`config.mk`:
```
export PLATFORM = sky130hd
export DESIGN_NAME = bw_mac_top
export DESIGN_NICKNAME = d
export VERILOG_FILES = /design/src/rtl/mac_pkg.sv /design/src/rtl/csa_stage_if.sv /design/src/rtl/bw_partial_products.sv /design/src/rtl/csa_reduction_tree.sv /design/src/rtl/mac_accumulator.sv /design/src/rtl/bw_mac_top.sv
export SDC_FILE = /design/constraint.sdc
export NUM_CORES = 1
export LEC_CHECK = 0
export BUFFER_PORTS_ARGS = -buffer_cell sky130_fd_sc_hd__buf_2
export CORE_MARGIN = 10
export CORE_UTILIZATION = 35
export CTS_CLUSTER_SIZE = 16
export DETAILED_ROUTE_END_ITERATION = 16
export GPL_TIMING_DRIVEN = 0
export SLEW_MARGIN = 20
export SYNTH_ARGS = -nofsm -noshare
export SYNTH_HDL_FRONTEND = slang
export SYNTH_SLANG_ARGS = --single-unit
export TNS_END_PERCENT = 1
```
`constraint.sdc`:
```
create_clock -name clk -period 7.1 [get_ports clk]
set_input_delay 0.71 -clock clk [delete_from_list [all_inputs] [get_ports clk]]
set_output_delay 0.71 -clock clk [all_outputs]
set_load 0.05 [all_outputs]
```
`src/rtl/mac_pkg.sv`:
```
package mac_pkg;

    // operand width, fixed by the inverted-bit pattern of the partial product array
    localparam int OP_W = 16;

    // full signed product width
    localparam int PROD_W = 2 * OP_W;

    // one row per multiplier bit plus the constant correction row
    localparam int PP_ROWS = OP_W + 1;

    // signed two's-complement operand
    typedef logic signed [OP_W-1:0] op_t;

    // product, also used for the sum and carry vectors of the tree
    typedef logic [PROD_W-1:0] prod_t;

    // a partial product row already shifted to its weight
    typedef logic [PROD_W-1:0] pp_row_t;

    // all rows entering the carry-save tree, row 0 in the lowest slot
    typedef pp_row_t [PP_ROWS-1:0] pp_array_t;

endpackage

```
`src/rtl/csa_stage_if.sv`:
```
interface csa_stage_if;

    import mac_pkg::*;

    // qualifies the three fields below for one cycle
    logic valid;

    // redundant form of the product, sum plus carry modulo 2^32
    prod_t sum;
    prod_t carry;

    // high when the product adds into the accumulator, low when it loads it
    logic accumulate;

    // the reduction tree registers all four fields
    modport producer (
        output valid,
        output sum,
        output carry,
        output accumulate
    );

    // the accumulator reads each item exactly once, in the cycle valid is high
    modport consumer (
        input valid,
        input sum,
        input carry,
        input accumulate
    );

endinterface

```
`src/rtl/bw_partial_products.sv`:
```
module bw_partial_products (
    input  mac_pkg::op_t      a,
    input  mac_pkg::op_t      b,
    output mac_pkg::pp_array_t rows
);

    import mac_pkg::*;

    // constant that turns the inverted sign terms into an exact two's-complement sum
    // it stands for -2^31 + 2^16, which is 2^31 + 2^16 modulo 2^32
    localparam pp_row_t CORRECTION = (pp_row_t'(1) << OP_W) | (pp_row_t'(1) << (PROD_W - 1));

    // rows for multiplier bits 0 to 14 carry a negative weight only in their top bit
    for (genvar i = 0; i < OP_W - 1; i++) begin : g_row
        logic [OP_W-1:0] bits;

        assign bits[OP_W-2:0] = b[OP_W-2:0] & {(OP_W-1){a[i]}};
        assign bits[OP_W-1]   = ~(b[OP_W-1] & a[i]);

        assign rows[i] = pp_row_t'(bits) << i;
    end

    // the sign bit of a weighs negative, so the row is inverted except for b[15] & a[15],
    // which is the product of two negative weights and therefore positive
    logic [OP_W-1:0] sign_bits;

    assign sign_bits[OP_W-2:0] = ~(b[OP_W-2:0] & {(OP_W-1){a[OP_W-1]}});
    assign sign_bits[OP_W-1]   = b[OP_W-1] & a[OP_W-1];

    assign rows[OP_W-1] = pp_row_t'(sign_bits) << (OP_W - 1);

    assign rows[PP_ROWS-1] = CORRECTION;

endmodule

```
`src/rtl/csa_reduction_tree.sv`:
```
module csa_reduction_tree (
    input  logic               clk,
    input  logic               reset,
    input  logic               in_valid,
    input  logic               in_accumulate,
    input  mac_pkg::pp_array_t rows,
    csa_stage_if.producer      stage
);

    import mac_pkg::*;

    // 17 -> 12 -> 8 -> 6 -> 4 -> 3 -> 2
    localparam int LEVELS = 6;

    // every full group of three rows becomes two, leftovers pass through
    function automatic int rows_after(input int n);
        return 2 * (n / 3) + n % 3;
    endfunction

    function automatic int rows_at(input int level);
        int n;
        n = PP_ROWS;
        for (int l = 0; l < level; l++) begin
            n = rows_after(n);
        end
        return n;
    endfunction

    // lvl[0] holds the input rows, lvl[LEVELS] ends with the sum/carry pair in slots 0 and 1
    pp_array_t lvl [LEVELS+1];

    assign lvl[0] = rows;

    for (genvar l = 0; l < LEVELS; l++) begin : g_level
        localparam int N_IN  = rows_at(l);
        localparam int N_GRP = N_IN / 3;
        localparam int N_OUT = rows_after(N_IN);

        // a row of full adders per group, the carry moves one bit up in weight
        for (genvar g = 0; g < N_GRP; g++) begin : g_csa
            pp_row_t x;
            pp_row_t y;
            pp_row_t z;

            assign x = lvl[l][3*g];
            assign y = lvl[l][3*g+1];
            assign z = lvl[l][3*g+2];

            assign lvl[l+1][2*g]   = x ^ y ^ z;
            assign lvl[l+1][2*g+1] = ((x & y) | (x & z) | (y & z)) << 1;
        end

        for (genvar k = 0; k < N_IN % 3; k++) begin : g_pass
            assign lvl[l+1][2*N_GRP+k] = lvl[l][3*N_GRP+k];
        end

        // slots above the live rows of this level stay empty
        for (genvar k = N_OUT; k < PP_ROWS; k++) begin : g_idle
            assign lvl[l+1][k] = '0;
        end
    end

    // pipeline register between the tree and the final adder
    always_ff @(posedge clk) begin
        if (reset) begin
            stage.valid <= 1'b0;
        end else begin
            stage.valid <= in_valid;
        end
    end

    // the payload only changes when a new operand pair arrives
    always_ff @(posedge clk) begin
        if (in_valid) begin
            stage.sum        <= lvl[LEVELS][0];
            stage.carry      <= lvl[LEVELS][1];
            stage.accumulate <= in_accumulate;
        end
    end

endmodule

```
`src/rtl/mac_accumulator.sv`:
```
module mac_accumulator #(
    parameter int ACC_W = 40
) (
    input  logic             clk,
    input  logic             reset,
    csa_stage_if.consumer    stage,
    output logic             out_valid,
    output mac_pkg::prod_t   out_product,
    output logic [ACC_W-1:0] out_acc
);

    import mac_pkg::*;

    // guard bits above the product
    localparam int EXT_W = ACC_W - PROD_W;

    prod_t            product;
    logic [ACC_W-1:0] product_ext;
    logic [ACC_W-1:0] acc_next;

    // carry-propagate add, the carry out of bit 31 is dropped on purpose
    assign product = stage.sum + stage.carry;

    // the product is signed even though prod_t is a plain vector
    assign product_ext = {{EXT_W{product[PROD_W-1]}}, product};

    // accumulator wraps modulo 2^ACC_W
    always_comb begin
        if (stage.accumulate) begin
            acc_next = out_acc + product_ext;
        end else begin
            acc_next = product_ext;
        end
    end

    always_ff @(posedge clk) begin
        if (reset) begin
            out_valid <= 1'b0;
            out_acc   <= '0;
        end else begin
            out_valid <= stage.valid;
            if (stage.valid) begin
                out_acc <= acc_next;
            end
        end
    end

    // product register holds the last result between strobes
    always_ff @(posedge clk) begin
        if (stage.valid) begin
            out_product <= product;
        end
    end

endmodule

```
`src/rtl/bw_mac_top.sv`:
```
module bw_mac_top #(
    parameter int ACC_W = 40
) (
    input  logic             clk,
    input  logic             reset,
    input  logic             in_valid,
    input  mac_pkg::op_t     in_a,
    input  mac_pkg::op_t     in_b,
    input  logic             in_accumulate,
    output logic             out_valid,
    output mac_pkg::prod_t   out_product,
    output logic [ACC_W-1:0] out_acc
);

    import mac_pkg::*;

    pp_array_t pp_rows;

    // registered sum/carry pair between the two pipeline stages
    csa_stage_if stage_link ();

    // combinational, same cycle as the input strobe
    bw_partial_products u_partial_products (
        .a    (in_a),
        .b    (in_b),
        .rows (pp_rows)
    );

    // first pipeline stage
    csa_reduction_tree u_reduction_tree (
        .clk           (clk),
        .reset         (reset),
        .in_valid      (in_valid),
        .in_accumulate (in_accumulate),
        .rows          (pp_rows),
        .stage         (stage_link.producer)
    );

    // second pipeline stage, results appear two edges after the strobe
    mac_accumulator #(
        .ACC_W (ACC_W)
    ) u_accumulator (
        .clk         (clk),
        .reset       (reset),
        .stage       (stage_link.consumer),
        .out_valid   (out_valid),
        .out_product (out_product),
        .out_acc     (out_acc)
    );

endmodule

```
== After elaboration in Yosys (flattened, before gate mapping) ==
Index checks and enable logic that the tools add are counted.

* Register bits: 138
* Bits of input ports: 36
* Output and inout port bits: 73
* Logic and storage cells: 161

* Bitwise gates (word level): 151
* $add $sub $neg: 2
* Multiplexer cells: 1

{| class="wikitable"
|+ Operators by type and width
! operator !! number
|-
| $and 31x31->31 || 28
|-
| $or 31x31->31 || 23
|-
| $xor 32x32->32 || 18
|-
| $and 15x15->15 || 16
|-
| $or 31x17->31 || 2
|-
| $add 40x40->40 || 1
|-
| $mux 40 || 1
|-
| $add 32x32->32 || 1
|-
| $xor 32x31->32 || 1
|-
| $or 31x18->31 || 1
|-
| $or 31x21->31 || 1
|-
| $or 31x24->31 || 1
|-
| $or 31x27->31 || 1
|-
| $or 31x30->31 || 1
|-
| $and 28x30->30 || 1
|-
| $and 29x30->30 || 1
|-
| $xor 29x30->30 || 1
|-
| $and 28x29->29 || 1
|-
| $xor 28x29->29 || 1
|-
| $and 25x27->27 || 1
|-
| $and 26x27->27 || 1
|-
| $xor 26x27->27 || 1
|-
| $and 25x26->26 || 1
|-
| $xor 25x26->26 || 1
|-
| other kinds (19) || 48
|}

== Longest topological paths before layout ==
Gate-level depths: netlist of run 1.

* Depth in word-level cells: 20
* Gate-level depth with buffers: 22
* Depth with buffers taken out: 22

== Cells and area by module ==
A second synthesis of run 1 with hierarchy kept.

* Cells, all modules: 2535
* Area total of the unflattened synthesis: 24472.2 sq um

{| class="wikitable"
|+ By module, submodules not included
! module !! cells each !! seq. area each (sq um) !! area an instance (sq um) !! instances
|-
| csa_reduction_tree || 1223 || 1911.8 || 13888.3 || 1
|-
| mac_accumulator || 734 || 1781.7 || 6426.2 || 1
|-
| bw_partial_products || 578 || 0.0 || 4157.7 || 1
|}

== Worst setup path before layout of run 1 ==
Ideal clock, no wire load.

* Kind: reg2reg
* Start point: register u_reduction_tree.stage.sum[8]
* End point: register u_accumulator.out_acc[39]
* Setup slack: 2231 ps
* Library setup time: 127 ps
* Data required time: 6973 ps
* Period minus slack after synthesis: 4869 ps
* Buffers on the path: 0
* Data arrival time: 4742 ps
* Cell stages (with the launch flop): 21
* Path through: edfxtp_1 ha_1 a211oi_1 nor2_1 or4b_2 a31oi_1 o2bb2ai_1 nor2_1 a2111oi_0 nor2_1 ha_1 and3_1 nand2_1 nor3_1 nand2_1 a211oi_1 o21ai_0 a31oi_1 and4b_1 a41o_1 or3_1

* Word-level cells in the longest chain between the ends: 3

{| class="wikitable"
|+ RTL lines
! element !! RTL line !! RTL
|-
| from (decl) || csa_stage_if.sv:18 || <nowiki>output sum,</nowiki>
|-
| from (signal assigned) || csa_reduction_tree.sv:75 || <nowiki>stage.sum <= lvl[LEVELS][0];</nowiki>
|-
| $add 32x32->32 || mac_accumulator.sv:22 || <nowiki>assign product = stage.sum + stage.carry;</nowiki>
|-
| named net u_accumulator.product[26] || mac_accumulator.sv:17 || <nowiki>prod_t product;</nowiki>
|-
| $add 40x40->40 || mac_accumulator.sv:30 || <nowiki>acc_next = out_acc + product_ext;</nowiki>
|-
| $mux 40 || mac_accumulator.sv:29 || <nowiki>if (stage.accumulate) begin</nowiki>
|-
| to (signal assigned) || mac_accumulator.sv:43 || <nowiki>out_acc <= acc_next;</nowiki>
|-
| to (decl) || mac_accumulator.sv:9 || <nowiki>output logic [ACC_W-1:0] out_acc</nowiki>
|}

The timed path passes the listed nets, and every way through them passes these cells.
A chain may end at the register's enable or synchronous reset.

== Worst setup path in the final report of run 1 ==
Same ends and word-level chain as after synthesis.

==> results of run 1 <==
[metrics by stage]
step,hold WS (ns),cell area [sq um],util [%]
6_report,0.485,16700,39.8
5_1_grt,0.474,16700,39.8
3_3_place_gp,0.478,16100,38.3
3_5_place_dp,0.484,16100,38.4
4_1_cts,0.478,16700,39.8
2_1_floorplan,0.454,14900,-
[layout make-up]
type                            count  area (sq um)  share of cell area, %
Multi-Input combinational cell   1096         10200                   61.1
Sequential cell                   132          3540                   21.2
Tap cell                          539           674                   4.04
Timing Repair Buffer              109           571                   3.41
Buffer                             60           225                   1.35
Clock inverter                      9          92.6                  0.554
Clock buffer                       23           512                   3.06
Inverter                          235           882                   5.28
[flip-flops by register name, indices dropped and copies added, names as in the netlist]
| signal | flops |
|---|---|
| u_accumulator.out_acc | 40 |
| u_accumulator.out_product | 32 |
| u_accumulator.out_valid | 1 |
| u_reduction_tree.stage.accumulate | 1 |
| u_reduction_tree.stage.carry | 25 |
| u_reduction_tree.stage.sum | 32 |
| u_reduction_tree.stage.valid | 1 |
[power groups by stage]
stage	combinational, mW	sequential [mW]	clock (mW)
2_1_floorplan	4.17	1.89	0
3_3_place_gp	6.13	1.50	0
3_5_place_dp	6.23	1.51	0
4_1_cts	6.27	1.49	0.907
5_1_grt	7.09	1.52	0.939
6_report	6.28	1.49	0.893
[logic make-up after synthesis]
logic type,Yosys count,share of synthesized area (%)
simple gates,475,16.4
fa+ha+maj,335,38.4
buf+inv,295,7.45
compound gates,224,10.3
flops,132,23.8
xor+xnor,54,3.18
mux,8,0.539
[routing by layer]
metal	global-route usage, %	part of all wire, %	up-vias	wire [um]
met3	3.09	6.1	34	2440
met4	4.07	1.6	0	658
met2	25.6	46	310	18500
met5	0	0	-	0
met1	22.0	46	5370	18600
li1	-	-	5214	-
[worst max-delay path, stage by stage (launching register included)]
cell	delay, ns
edfxtp_1	0.38
ha_1	0.33
a211oi_1	0.29
nor2_1	0.12
or4b_2	0.70
a31oi_1	0.37
o2bb2ai_1	0.23
o211ai_1	0.20
a21oi_1	0.22
xnor2_1	0.18
ha_1	0.41
and3_1	0.26
nand2_1	0.11
nor3_1	0.32
nand2_1	0.09
a211oi_1	0.50
o21ai_0	0.27
a31oi_1	0.36
and4b_1	0.24
a41o_1	0.20
or3_1	0.35
[cell usage after synthesis (all sizes together) (3+ instances only)]
| cell | number |
|---|---|
| a2111oi | 3 |
| a211o | 6 |
| a211oi | 23 |
| a21o | 32 |
| a21oi | 59 |
| a221oi | 3 |
| a311oi | 13 |
| a31oi | 9 |
| and2 | 191 |
| and3 | 8 |
| buf | 5 |
| clkbuf | 55 |
| dfxtp | 42 |
| edfxtp | 90 |
| fa | 201 |
| ha | 134 |
| inv | 234 |
| mux2i | 8 |
| nand2 | 143 |
| nand2b | 6 |
| nand3 | 7 |
| nand4 | 9 |
| nor2 | 76 |
| nor2b | 4 |
| nor3 | 14 |
| o211ai | 8 |
| o21a | 5 |
| o21ai | 37 |
| o21ba | 3 |
| o21bai | 4 |
| o31ai | 3 |
| or3 | 4 |
| xnor2 | 37 |
| xor2 | 17 |
[worst paths after layout]
kind / startpoint / end / slack, ns / cells after the start
worst min-delay path: in_accumulate / u_reduction_tree.stage.accumulate / 0.48 / 1
worst max register to register: u_reduction_tree.stage.sum[8] / u_accumulator.out_acc[39] / 0.84 / 20
worst min register to register: u_reduction_tree.stage.sum[0] / u_accumulator.out_product[0] / 0.49 / 0
worst max-delay path: u_reduction_tree.stage.sum[8] / u_accumulator.out_acc[39] / 0.84 / 20
==> results.md, run 1 <==
* Cell Pwr Density at 518 nW/um^2
* Post-synth net total at 1894
* Asr flop ratio synth at 0%
* Final Power at 8.66 mW
* Root buffer cell: clkbuf_16
* Synth Flop Type: edfxtp_1
* Placed cells at 2171
* Largest net degree at the start of global routing at 60
* Leakage at 7.77 nW
* Internal cell power at 4.25 mW
* Setup crit start kind: flip-flop
* Initial drt markers at 678
* Fillers at 4132
* Combinational Power Share at 72.5%
* WS Path Type: flip-flop to flip-flop
* Max FO, Critical Path at 5
* Final setup fails at 0
* Worst-path clk slew at 0.06 ns
* Crit path time final at 6.26 ns
* Critical Path AT at 6.57 ns
* Commonest non-fill, non-tap cell in the layout: inv_1
* Total grt overflow at 0
* Worst EP required at 7.41 ns
* Number of global-route vias before repair at 11500
* Final wirelength at 40200 um
* I/O Buffers at 108
* DR vias at 10900
* Synth Instances at 1523
* Endpoint type of the worst setup path: flip-flop
* Sw frac at 50.9%
* Distinct cells, synth at 66
* Worst Tran Pin Value at 0.936 ns
* GR Util All Layers at 16.1%
* Routability-driven placement congestion ratio at 0.911
* Nets at 2022
* Wire length per cell at 18.2 um
* Post-route ant nets at 0
* H-tree levels at 4
* Clock power share at 10.3%
* Worst relative slew slack at 37.0%
* Run status: completed
* Core Region at 41900 sq um
* Sequential share of the synthesized area at 23.8%
* Final Cycle Share at 88.2%
* Post-synth top area cell: fa_1
* RSZ-0062 raised after global routing: no
* TritonCTS clock tree: yes
* Max-slew violation count at 0
* Residual DRC count at 0
* I/O pin count at 109
* Seq cells post-synth at 132
* Die Wd at 226 um
* Vias per cell at 4.96
* Non-Filler Instances at 2203
* Num CTS Buffers at 17
* Mapped Area at 14900 sq um
* Setup TNS at 0 ns
* Synth Area per Inst at 9.76 sq um
* Psw at 4.41 mW
* Number of synthesized flops with an enable pin at 90
* Drt pass-1 iters at 5
* Worst Hold Class: input port to flip-flop
* Sequential power share at 17.2%
* Cell Rows at 75
* Post-synth top area share at 27.1%
* Final worst setup slack at 0.838 ns
* Synth-to-Final Area Change at 12.5%
* Initial antenna violation count at 0
* Final Skew at 0.00958 ns
* Die H at 226 um
* VDD IR-drop max at 0.286 mV
* Hold-fix buffers at CTS at 0
* Ys Warns at 0
* First-pass GRT wire length at 64100 um
* Clk sinks at 132
* Commonest cells after routing, fill and taps aside: inv_1, fa_1, and2_1
* Final hold viol count at 0
* Clock tree buffer depth at 2
* Initial core utilization at 35.4%
* Worst-skew pair later-pin latency at 0.43 ns
* # Max-Cap Violations at 0
* Setup bufs post-CTS at 0
* Die area at 51100 sq um
* Synth area leaders: fa_1, edfxtp_1, ha_1, and2_1, inv_1
* Hpwl dp at 33000 um
* Layout cells sized above 1 at 9.50%
* Post-CTS sizing at 0
* Fmax at 160 MHz
* Diodes inserted at 0
* DP Worst Slack at 0.891 ns
Note: power is estimated with default switching activity, not from simulation.
==> run 2, diff against run 1 <==
- CORE_ASPECT_RATIO: not set -> 0.8
==> run 2 against run 1 <==
First-iteration DRC count up 4.9%. Wire length up 0.47%. Critical path depth unchanged. Register-to-register slack better by 0.31 ns. Cell area down 0.13%. Critical endpoint unchanged.
==> results.md, run 2 (synthesized netlist as in run 1, its figures left out) <==
* Final Cycle Share at 83.9% (-4.3 points)
* Num CTS Buffers at 17 (unchanged)
* Worst r2r dst: u_accumulator.out_acc[39]
* Hpwl dp at 33200 um (+0.59%)
* Synth-to-Final Area Change at 12.3%
* Fin util at 39.8% (about the same)
* Crit path time final at 5.95 ns (-0.308 ns)
* Root buffer cell: clkbuf_16
* DR vias at 10900 (-0.073%)
* Critical Path Most Common Cell: nor2_1
* Worst Setup EP: u_accumulator.out_acc[39]
* Die Wd at 250 um (+11%)
* Initial core utilization at 35.5% (about the same)
* Setup bufs post-CTS at 0 (unchanged)
* Final wirelength at 40400 um (+0.47%)
* Post-CTS sizing at 0 (unchanged)
* Max-slew violation count at 0 (unchanged)
* Commonest cells after routing, fill and taps aside: inv_1, fa_1, and2_1
* Total grt overflow at 0 (unchanged)
* Worst-skew pair later-pin latency at 0.42 ns (about the same)
* Final hold viol count at 0 (unchanged)
* Die area at 51200 sq um (+0.10%)
* WP depth at 20 (unchanged)
* Largest net degree at the start of global routing at 60 (unchanged)
* Layout cells sized above 1 at 9.62% (+0.12 points)
* R2R depth at 20 (unchanged)
* R2R setup slack at 1.15 ns (+0.31 ns)
* Worst-path clk slew at 0.06 ns (about the same)
* TritonCTS clock tree: yes
* Diodes inserted at 0 (unchanged)
* Critical Path AT at 6.26 ns (-0.31 ns)
* Fmax at 168 MHz (+5.2%)
* CP top delay family: simple AND/OR/NAND/NOR gates
* Residual DRC count at 0 (unchanged)
* Slowest-stage cell, CP: or4b_2
* Max FO, Critical Path at 5 (unchanged)
* I/O Buffers at 108 (unchanged)
* I/O pin count at 109 (unchanged)
* Reg2reg start: u_reduction_tree.stage.sum[9]
* CP Buf/Inv Count at 0 (unchanged)
* Post-route ant nets at 0 (unchanged)
* Nets at 2022 (unchanged)
* Worst relative slew slack at 29.7% (-7.3 points)
* Clk sinks at 132 (unchanged)
* Clock tree buffer depth at 2 (unchanged)
* Routability-driven placement congestion ratio at 0.884 (-2.9%)
* Commonest non-fill, non-tap cell in the layout: inv_1
* Cell Rows at 67 (-11%)
* Core Region at 41900 sq um (about the same)
* Top reg by flops: u_accumulator.out_acc
* RSZ-0062 raised after global routing: no
* # Max-Cap Violations at 0 (unchanged)
* Largest regs: u_accumulator.out_acc (40), u_accumulator.out_product (32), u_reduction_tree.stage.sum (32)
* CP startpoint: u_reduction_tree.stage.sum[9]
* Run status: completed
* Final Skew at 0.00763 ns (-0.00195 ns)
* Crit-path cells: ha_1 > o21ai_0 > nor2_1 > or4b_2 > a31oi_1 > o2bb2ai_1 > nor2_1 > a2111oi_0 > nor2_1 > ha_1 > and3_1 > nand2_1 > nor3_1 > nand2_1 > a211oi_1 > o21ai_0 > a31oi_1 > and4b_1 > a41o_1 > or3_1
* Worst Tran Pin Value at 1.04 ns (+0.108 ns)
* Endpoint type of the worst setup path: flip-flop
* Setup crit start kind: flip-flop
* First-pass GRT wire length at 64800 um (+1.2%)
* Die H at 204 um (-9.6%)
* Wire length per cell at 18.2 um (-0.12%)
* GR Util All Layers at 16.0% (-0.11 points)
* Final setup fails at 0 (unchanged)
* Number of global-route vias before repair at 11400 (-0.82%)
* Hold-fix buffers at CTS at 0 (unchanged)
* Initial antenna violation count at 0 (unchanged)
* Area of placed instances at 16100 sq um (+0.10%)
* Initial drt markers at 711 (+4.9%)
* CP peak stage delay at 0.68 ns (-0.02 ns)
* Design area at 16700 sq um (-0.13%)
* Worst EP required at 7.41 ns (about the same)
* Max FFs per register at 40 (unchanged)
* Vias per cell at 4.93 (-0.66%)
* Setup TNS at 0 ns (unchanged)
* WS Path Type: flip-flop to flip-flop
* Drt pass-1 iters at 5 (unchanged)
* Worst Hold Class: flip-flop to flip-flop
* H-tree levels at 4 (unchanged)
==> run 2: changes by cell type in the layout (fill, tap and decap cells not counted), sizes merged <==
cell / before / now
clkbuf: 78 / 72
inv: 234 / 243
clkinvlp: 3 / 0
==> run 2: area by class of cell <==
type | instances | area, sq um
buffer | 60 | 225
multi-input combinational | 1096 | 10200
sequential | 132 | 3540
tap | 552 | 691
inverter | 235 | 882
clock buffer | 17 | 425
timing repair buffer | 109 | 571
clock inverter | 15 | 140
fill | 4137 | 25200
==> run 2: through the flow <==
| stage | setup slack [ns] | cells | hold WS (ns) |
|---|---|---|---|
| global route | 0.567 | 2216 | 0.507 |
| detailed placement | 1.14 | 2184 | 0.480 |
| CTS | 1.10 | 2216 | 0.495 |
| floorplan | 2.23 | 1523 | 0.454 |
| global placement | 1.06 | 2183 | 0.480 |
| finish | 1.15 | 2216 | 0.493 |
==> run 2: worst min-delay path by stage <==
stage,startpoint,to,slack (ns),cells after the start
after floorplan,u_reduction_tree.stage.sum[0],u_accumulator.out_product[0],0.45,0
after global placement,u_reduction_tree.stage.sum[0],u_accumulator.out_product[0],0.48,0
after detailed placement,u_reduction_tree.stage.sum[0],u_accumulator.out_product[0],0.48,0
after CTS,u_accumulator.out_acc[13],u_accumulator.out_acc[13],0.50,2
after global routing,in_accumulate,u_reduction_tree.stage.accumulate,0.51,1
final,u_accumulator.out_acc[13],u_accumulator.out_acc[13],0.49,2
==> run 2: worst reg2reg max path, cell delays in order (launching register included) <==
cell and delay, ns:
edfxtp_1 0.39, ha_1 0.37, o21ai_0 0.21, nor2_1 0.10, or4b_2 0.68, a31oi_1 0.36, o2bb2ai_1 0.22, nor2_1 0.08
a2111oi_0 0.35, nor2_1 0.18, ha_1 0.39, and3_1 0.27, nand2_1 0.11, nor3_1 0.30, nand2_1 0.10, a211oi_1 0.39
o21ai_0 0.24, a31oi_1 0.32, and4b_1 0.25, a41o_1 0.19, or3_1 0.33
==> run 2: routing by layer <==
| layer | GRT usage [%] | vias up | part of all wire, % |
|---|---|---|---|
| met1 | 23.4 | 5356 | 50 |
| met2 | 23.9 | 293 | 43 |
| met5 | 0 | - | 0 |
| met3 | 2.79 | 36 | 5.3 |
| met4 | 3.63 | 0 | 1.6 |
| li1 | - | 5235 | - |
Power of run 2 is not shown: default switching activity piles up to over one toggle a cycle in this logic, so the estimate is an artifact.
==> run 3, diff against run 2 <==
- clock period: 7.1 -> 5.15 ns (I/O delays scaled with it)
==> run 3 against run 2 <==
Worst setup slack got worse by 1.0 ns. Register-to-register slack got worse by 1.0 ns. Flip-flop and latch count did not move. Critical path type unchanged. Clock skew rose by 0.00059 ns. Non-clock buffer count rose by 11. Core utilization rose by 0.78 points. Critical path depth rose by 1. Clock-buffer cell count did not move. Sequential share of layout area fell by 0.41 points. Maximum frequency rose by 19%. Via count rose by 0.53%.
==> results.md, run 3 (synthesized netlist as in run 1, its figures left out) <==
* Setup TNS at 0 ns (unchanged)
* Largest regs: u_accumulator.out_acc (40), u_accumulator.out_product (32), u_reduction_tree.stage.sum (32)
* Drt pass-1 iters at 6 (+1)
* Final wirelength at 40800 um (+1.1%)
* Wire length per cell at 18.3 um (+0.63%)
* Run status: completed
* Max FFs per register at 40 (unchanged)
* Top reg by flops: u_accumulator.out_acc
* Max-slew violation count at 0 (unchanged)
* Max FO, Critical Path at 3 (-2)
* Final hold viol count at 0 (unchanged)
* Post-route ant nets at 0 (unchanged)
* Fmax at 200 MHz (+19%)
* Fin util at 40.6% (+0.78 points)
* Worst Hold Class: input port to flip-flop
* DR vias at 11000 (+0.53%)
* Number of global-route vias before repair at 11400 (+0.66%)
* Slowest-stage cell, CP: or4b_4
* Worst-path clk slew at 0.06 ns (about the same)
* Initial drt markers at 728 (+2.4%)
* Setup crit start kind: flip-flop
* Residual DRC count at 0 (unchanged)
* Worst EP required at 5.45 ns (-1.96 ns)
* Hpwl dp at 33200 um (unchanged)
* Die Wd at 250 um (unchanged)
* Total grt overflow at 0 (unchanged)
* Largest net degree at the start of global routing at 60 (unchanged)
* Die area at 51200 sq um (unchanged)
* Commonest cells after routing, fill and taps aside: inv_1, fa_1, and2_1
* Final Skew at 0.00822 ns (+0.000586 ns)
* Worst relative slew slack at 26.4% (-3.4 points)
* Num CTS Buffers at 17 (unchanged)
* Critical Path AT at 5.31 ns (-0.95 ns)
* Routability-driven placement congestion ratio at 0.884 (unchanged)
* Cell Rows at 67 (unchanged)
* First-pass GRT wire length at 65300 um (+0.67%)
* Diodes inserted at 0 (unchanged)
* Commonest non-fill, non-tap cell in the layout: inv_1
* WS Path Type: flip-flop to flip-flop
* Root buffer cell: clkbuf_16
* Layout cells sized above 1 at 12.4% (+2.8 points)
* GR Util All Layers at 16.0% (+0.093 points)
* Initial core utilization at 35.5% (unchanged)
* CP peak stage delay at 0.56 ns (-0.12 ns)
* H-tree levels at 4 (unchanged)
* Clock tree buffer depth at 2 (unchanged)
* Crit-path cells: ha_4 > a211oi_2 > nor2_2 > or4b_4 > a31oi_4 > o2bb2ai_4 > nor2_1 > a2111oi_2 > nor2_2 > ha_1 > and3_4 > nand2_2 > nor3_2 > nand2_1 > a211oi_4 > o21ai_2 > a31oi_2 > buf_4 > nor2_1 > a41o_1 > or3_1
* I/O Buffers at 108 (unchanged)
* Worst-skew pair later-pin latency at 0.42 ns (about the same)
* CP top delay family: compound AO/OA/AOI/OAI gates
* Nets at 2033 (+0.54%)
* Die H at 204 um (unchanged)
* Final Cycle Share at 97.3% (+13 points)
* Vias per cell at 4.93 (about the same)
* # Max-Cap Violations at 0 (unchanged)
* Synth-to-Final Area Change at 14.5%
* Initial antenna violation count at 0 (unchanged)
* Clk sinks at 132 (unchanged)
* Crit path time final at 5.01 ns (-0.944 ns)
* I/O pin count at 109 (unchanged)
* Worst Tran Pin Value at 1.09 ns (+0.0499 ns)
* Core Region at 41900 sq um (unchanged)
* Final setup fails at 0 (unchanged)
* Endpoint type of the worst setup path: flip-flop
* CP Buf/Inv Count at 1 (+1)
* TritonCTS clock tree: yes
-- run 3: changes by cell type in the layout (fill, tap and decap cells not counted), moves of 3 or more --
cell     delta
a21oi_1     -4
a21oi_2     +4
a31oi_1     -4
buf_4      +13
ha_1        -5
ha_2        +3
o21ai_0     -3
o21ai_2     +3
xnor2_1     -4
xnor2_2     +4
-- run 3: area by class of cell --
cell class              instances  area, sq um
fillers                      4102        24900
multi-input cells            1096        10500
flip-flops and latches        132         3540
inverters                     235          882
well taps                     552          691
repair buffers                122          668
clock buffers                  17          425
plain buffers                  58          218
clock inverters                15          140
-- run 3: metal layers --
| metal | track usage, % | part of all wire, % | wire length, um | vias up |
|---|---|---|---|---|
| met5 | 0 | 0 | 0 | - |
| met3 | 2.72 | 5.5 | 2250 | 37 |
| met2 | 24.0 | 43 | 17700 | 298 |
| met4 | 3.67 | 1.6 | 641 | 0 |
| li1 | - | - | - | 5248 |
| met1 | 23.6 | 50 | 20300 | 5395 |
-- run 3: stage by stage --
| step | setup slack, ns | instance area [sq um] | cells | hold slack, ns |
|---|---|---|---|---|
| after detailed placement | -0.814 | 16100 | 2184 | 0.480 |
| final | 0.141 | 17000 | 2227 | 0.332 |
| after CTS | 0.0256 | 16800 | 2221 | 0.307 |
| after global placement | -0.890 | 16100 | 2183 | 0.480 |
| after global routing | -0.0783 | 17000 | 2227 | 0.312 |
| after floorplan | 0.281 | 14900 | 1523 | 0.454 |
-- run 3: path summary, 6_finish.rpt --
check                                start                                end  slack, ns  cells after the start
max          u_reduction_tree.stage.sum[8]          u_accumulator.out_acc[39]       0.14                     21
min                          in_accumulate  u_reduction_tree.stage.accumulate       0.33                      1
max reg2reg  u_reduction_tree.stage.sum[8]          u_accumulator.out_acc[39]       0.14                     21
min reg2reg      u_accumulator.out_acc[13]          u_accumulator.out_acc[13]       0.49                      2
-- run 3: worst register-to-register path, cell delays in order, from the launching register on --
cell	delay (ns)
edfxtp_1	0.46
ha_4	0.28
a211oi_2	0.23
nor2_2	0.08
or4b_4	0.56
a31oi_4	0.26
o2bb2ai_4	0.15
nor2_1	0.08
a2111oi_2	0.38
nor2_2	0.10
ha_1	0.32
and3_4	0.21
nand2_2	0.07
nor3_2	0.23
nand2_1	0.13
a211oi_4	0.26
o21ai_2	0.11
a31oi_2	0.22
buf_4	0.15
nor2_1	0.03
a41o_1	0.25
or3_1	0.33
-- run 3: what timing repair did --
action                                  in CTS  in global routing
buffers inserted                             6                  7
resized for setup                           18                 29
pin swaps                                   11                 18
endpoints found under the setup margin       7                 11
hold buffers                                 0                  0
Power of run 3 is left out for the same reason.
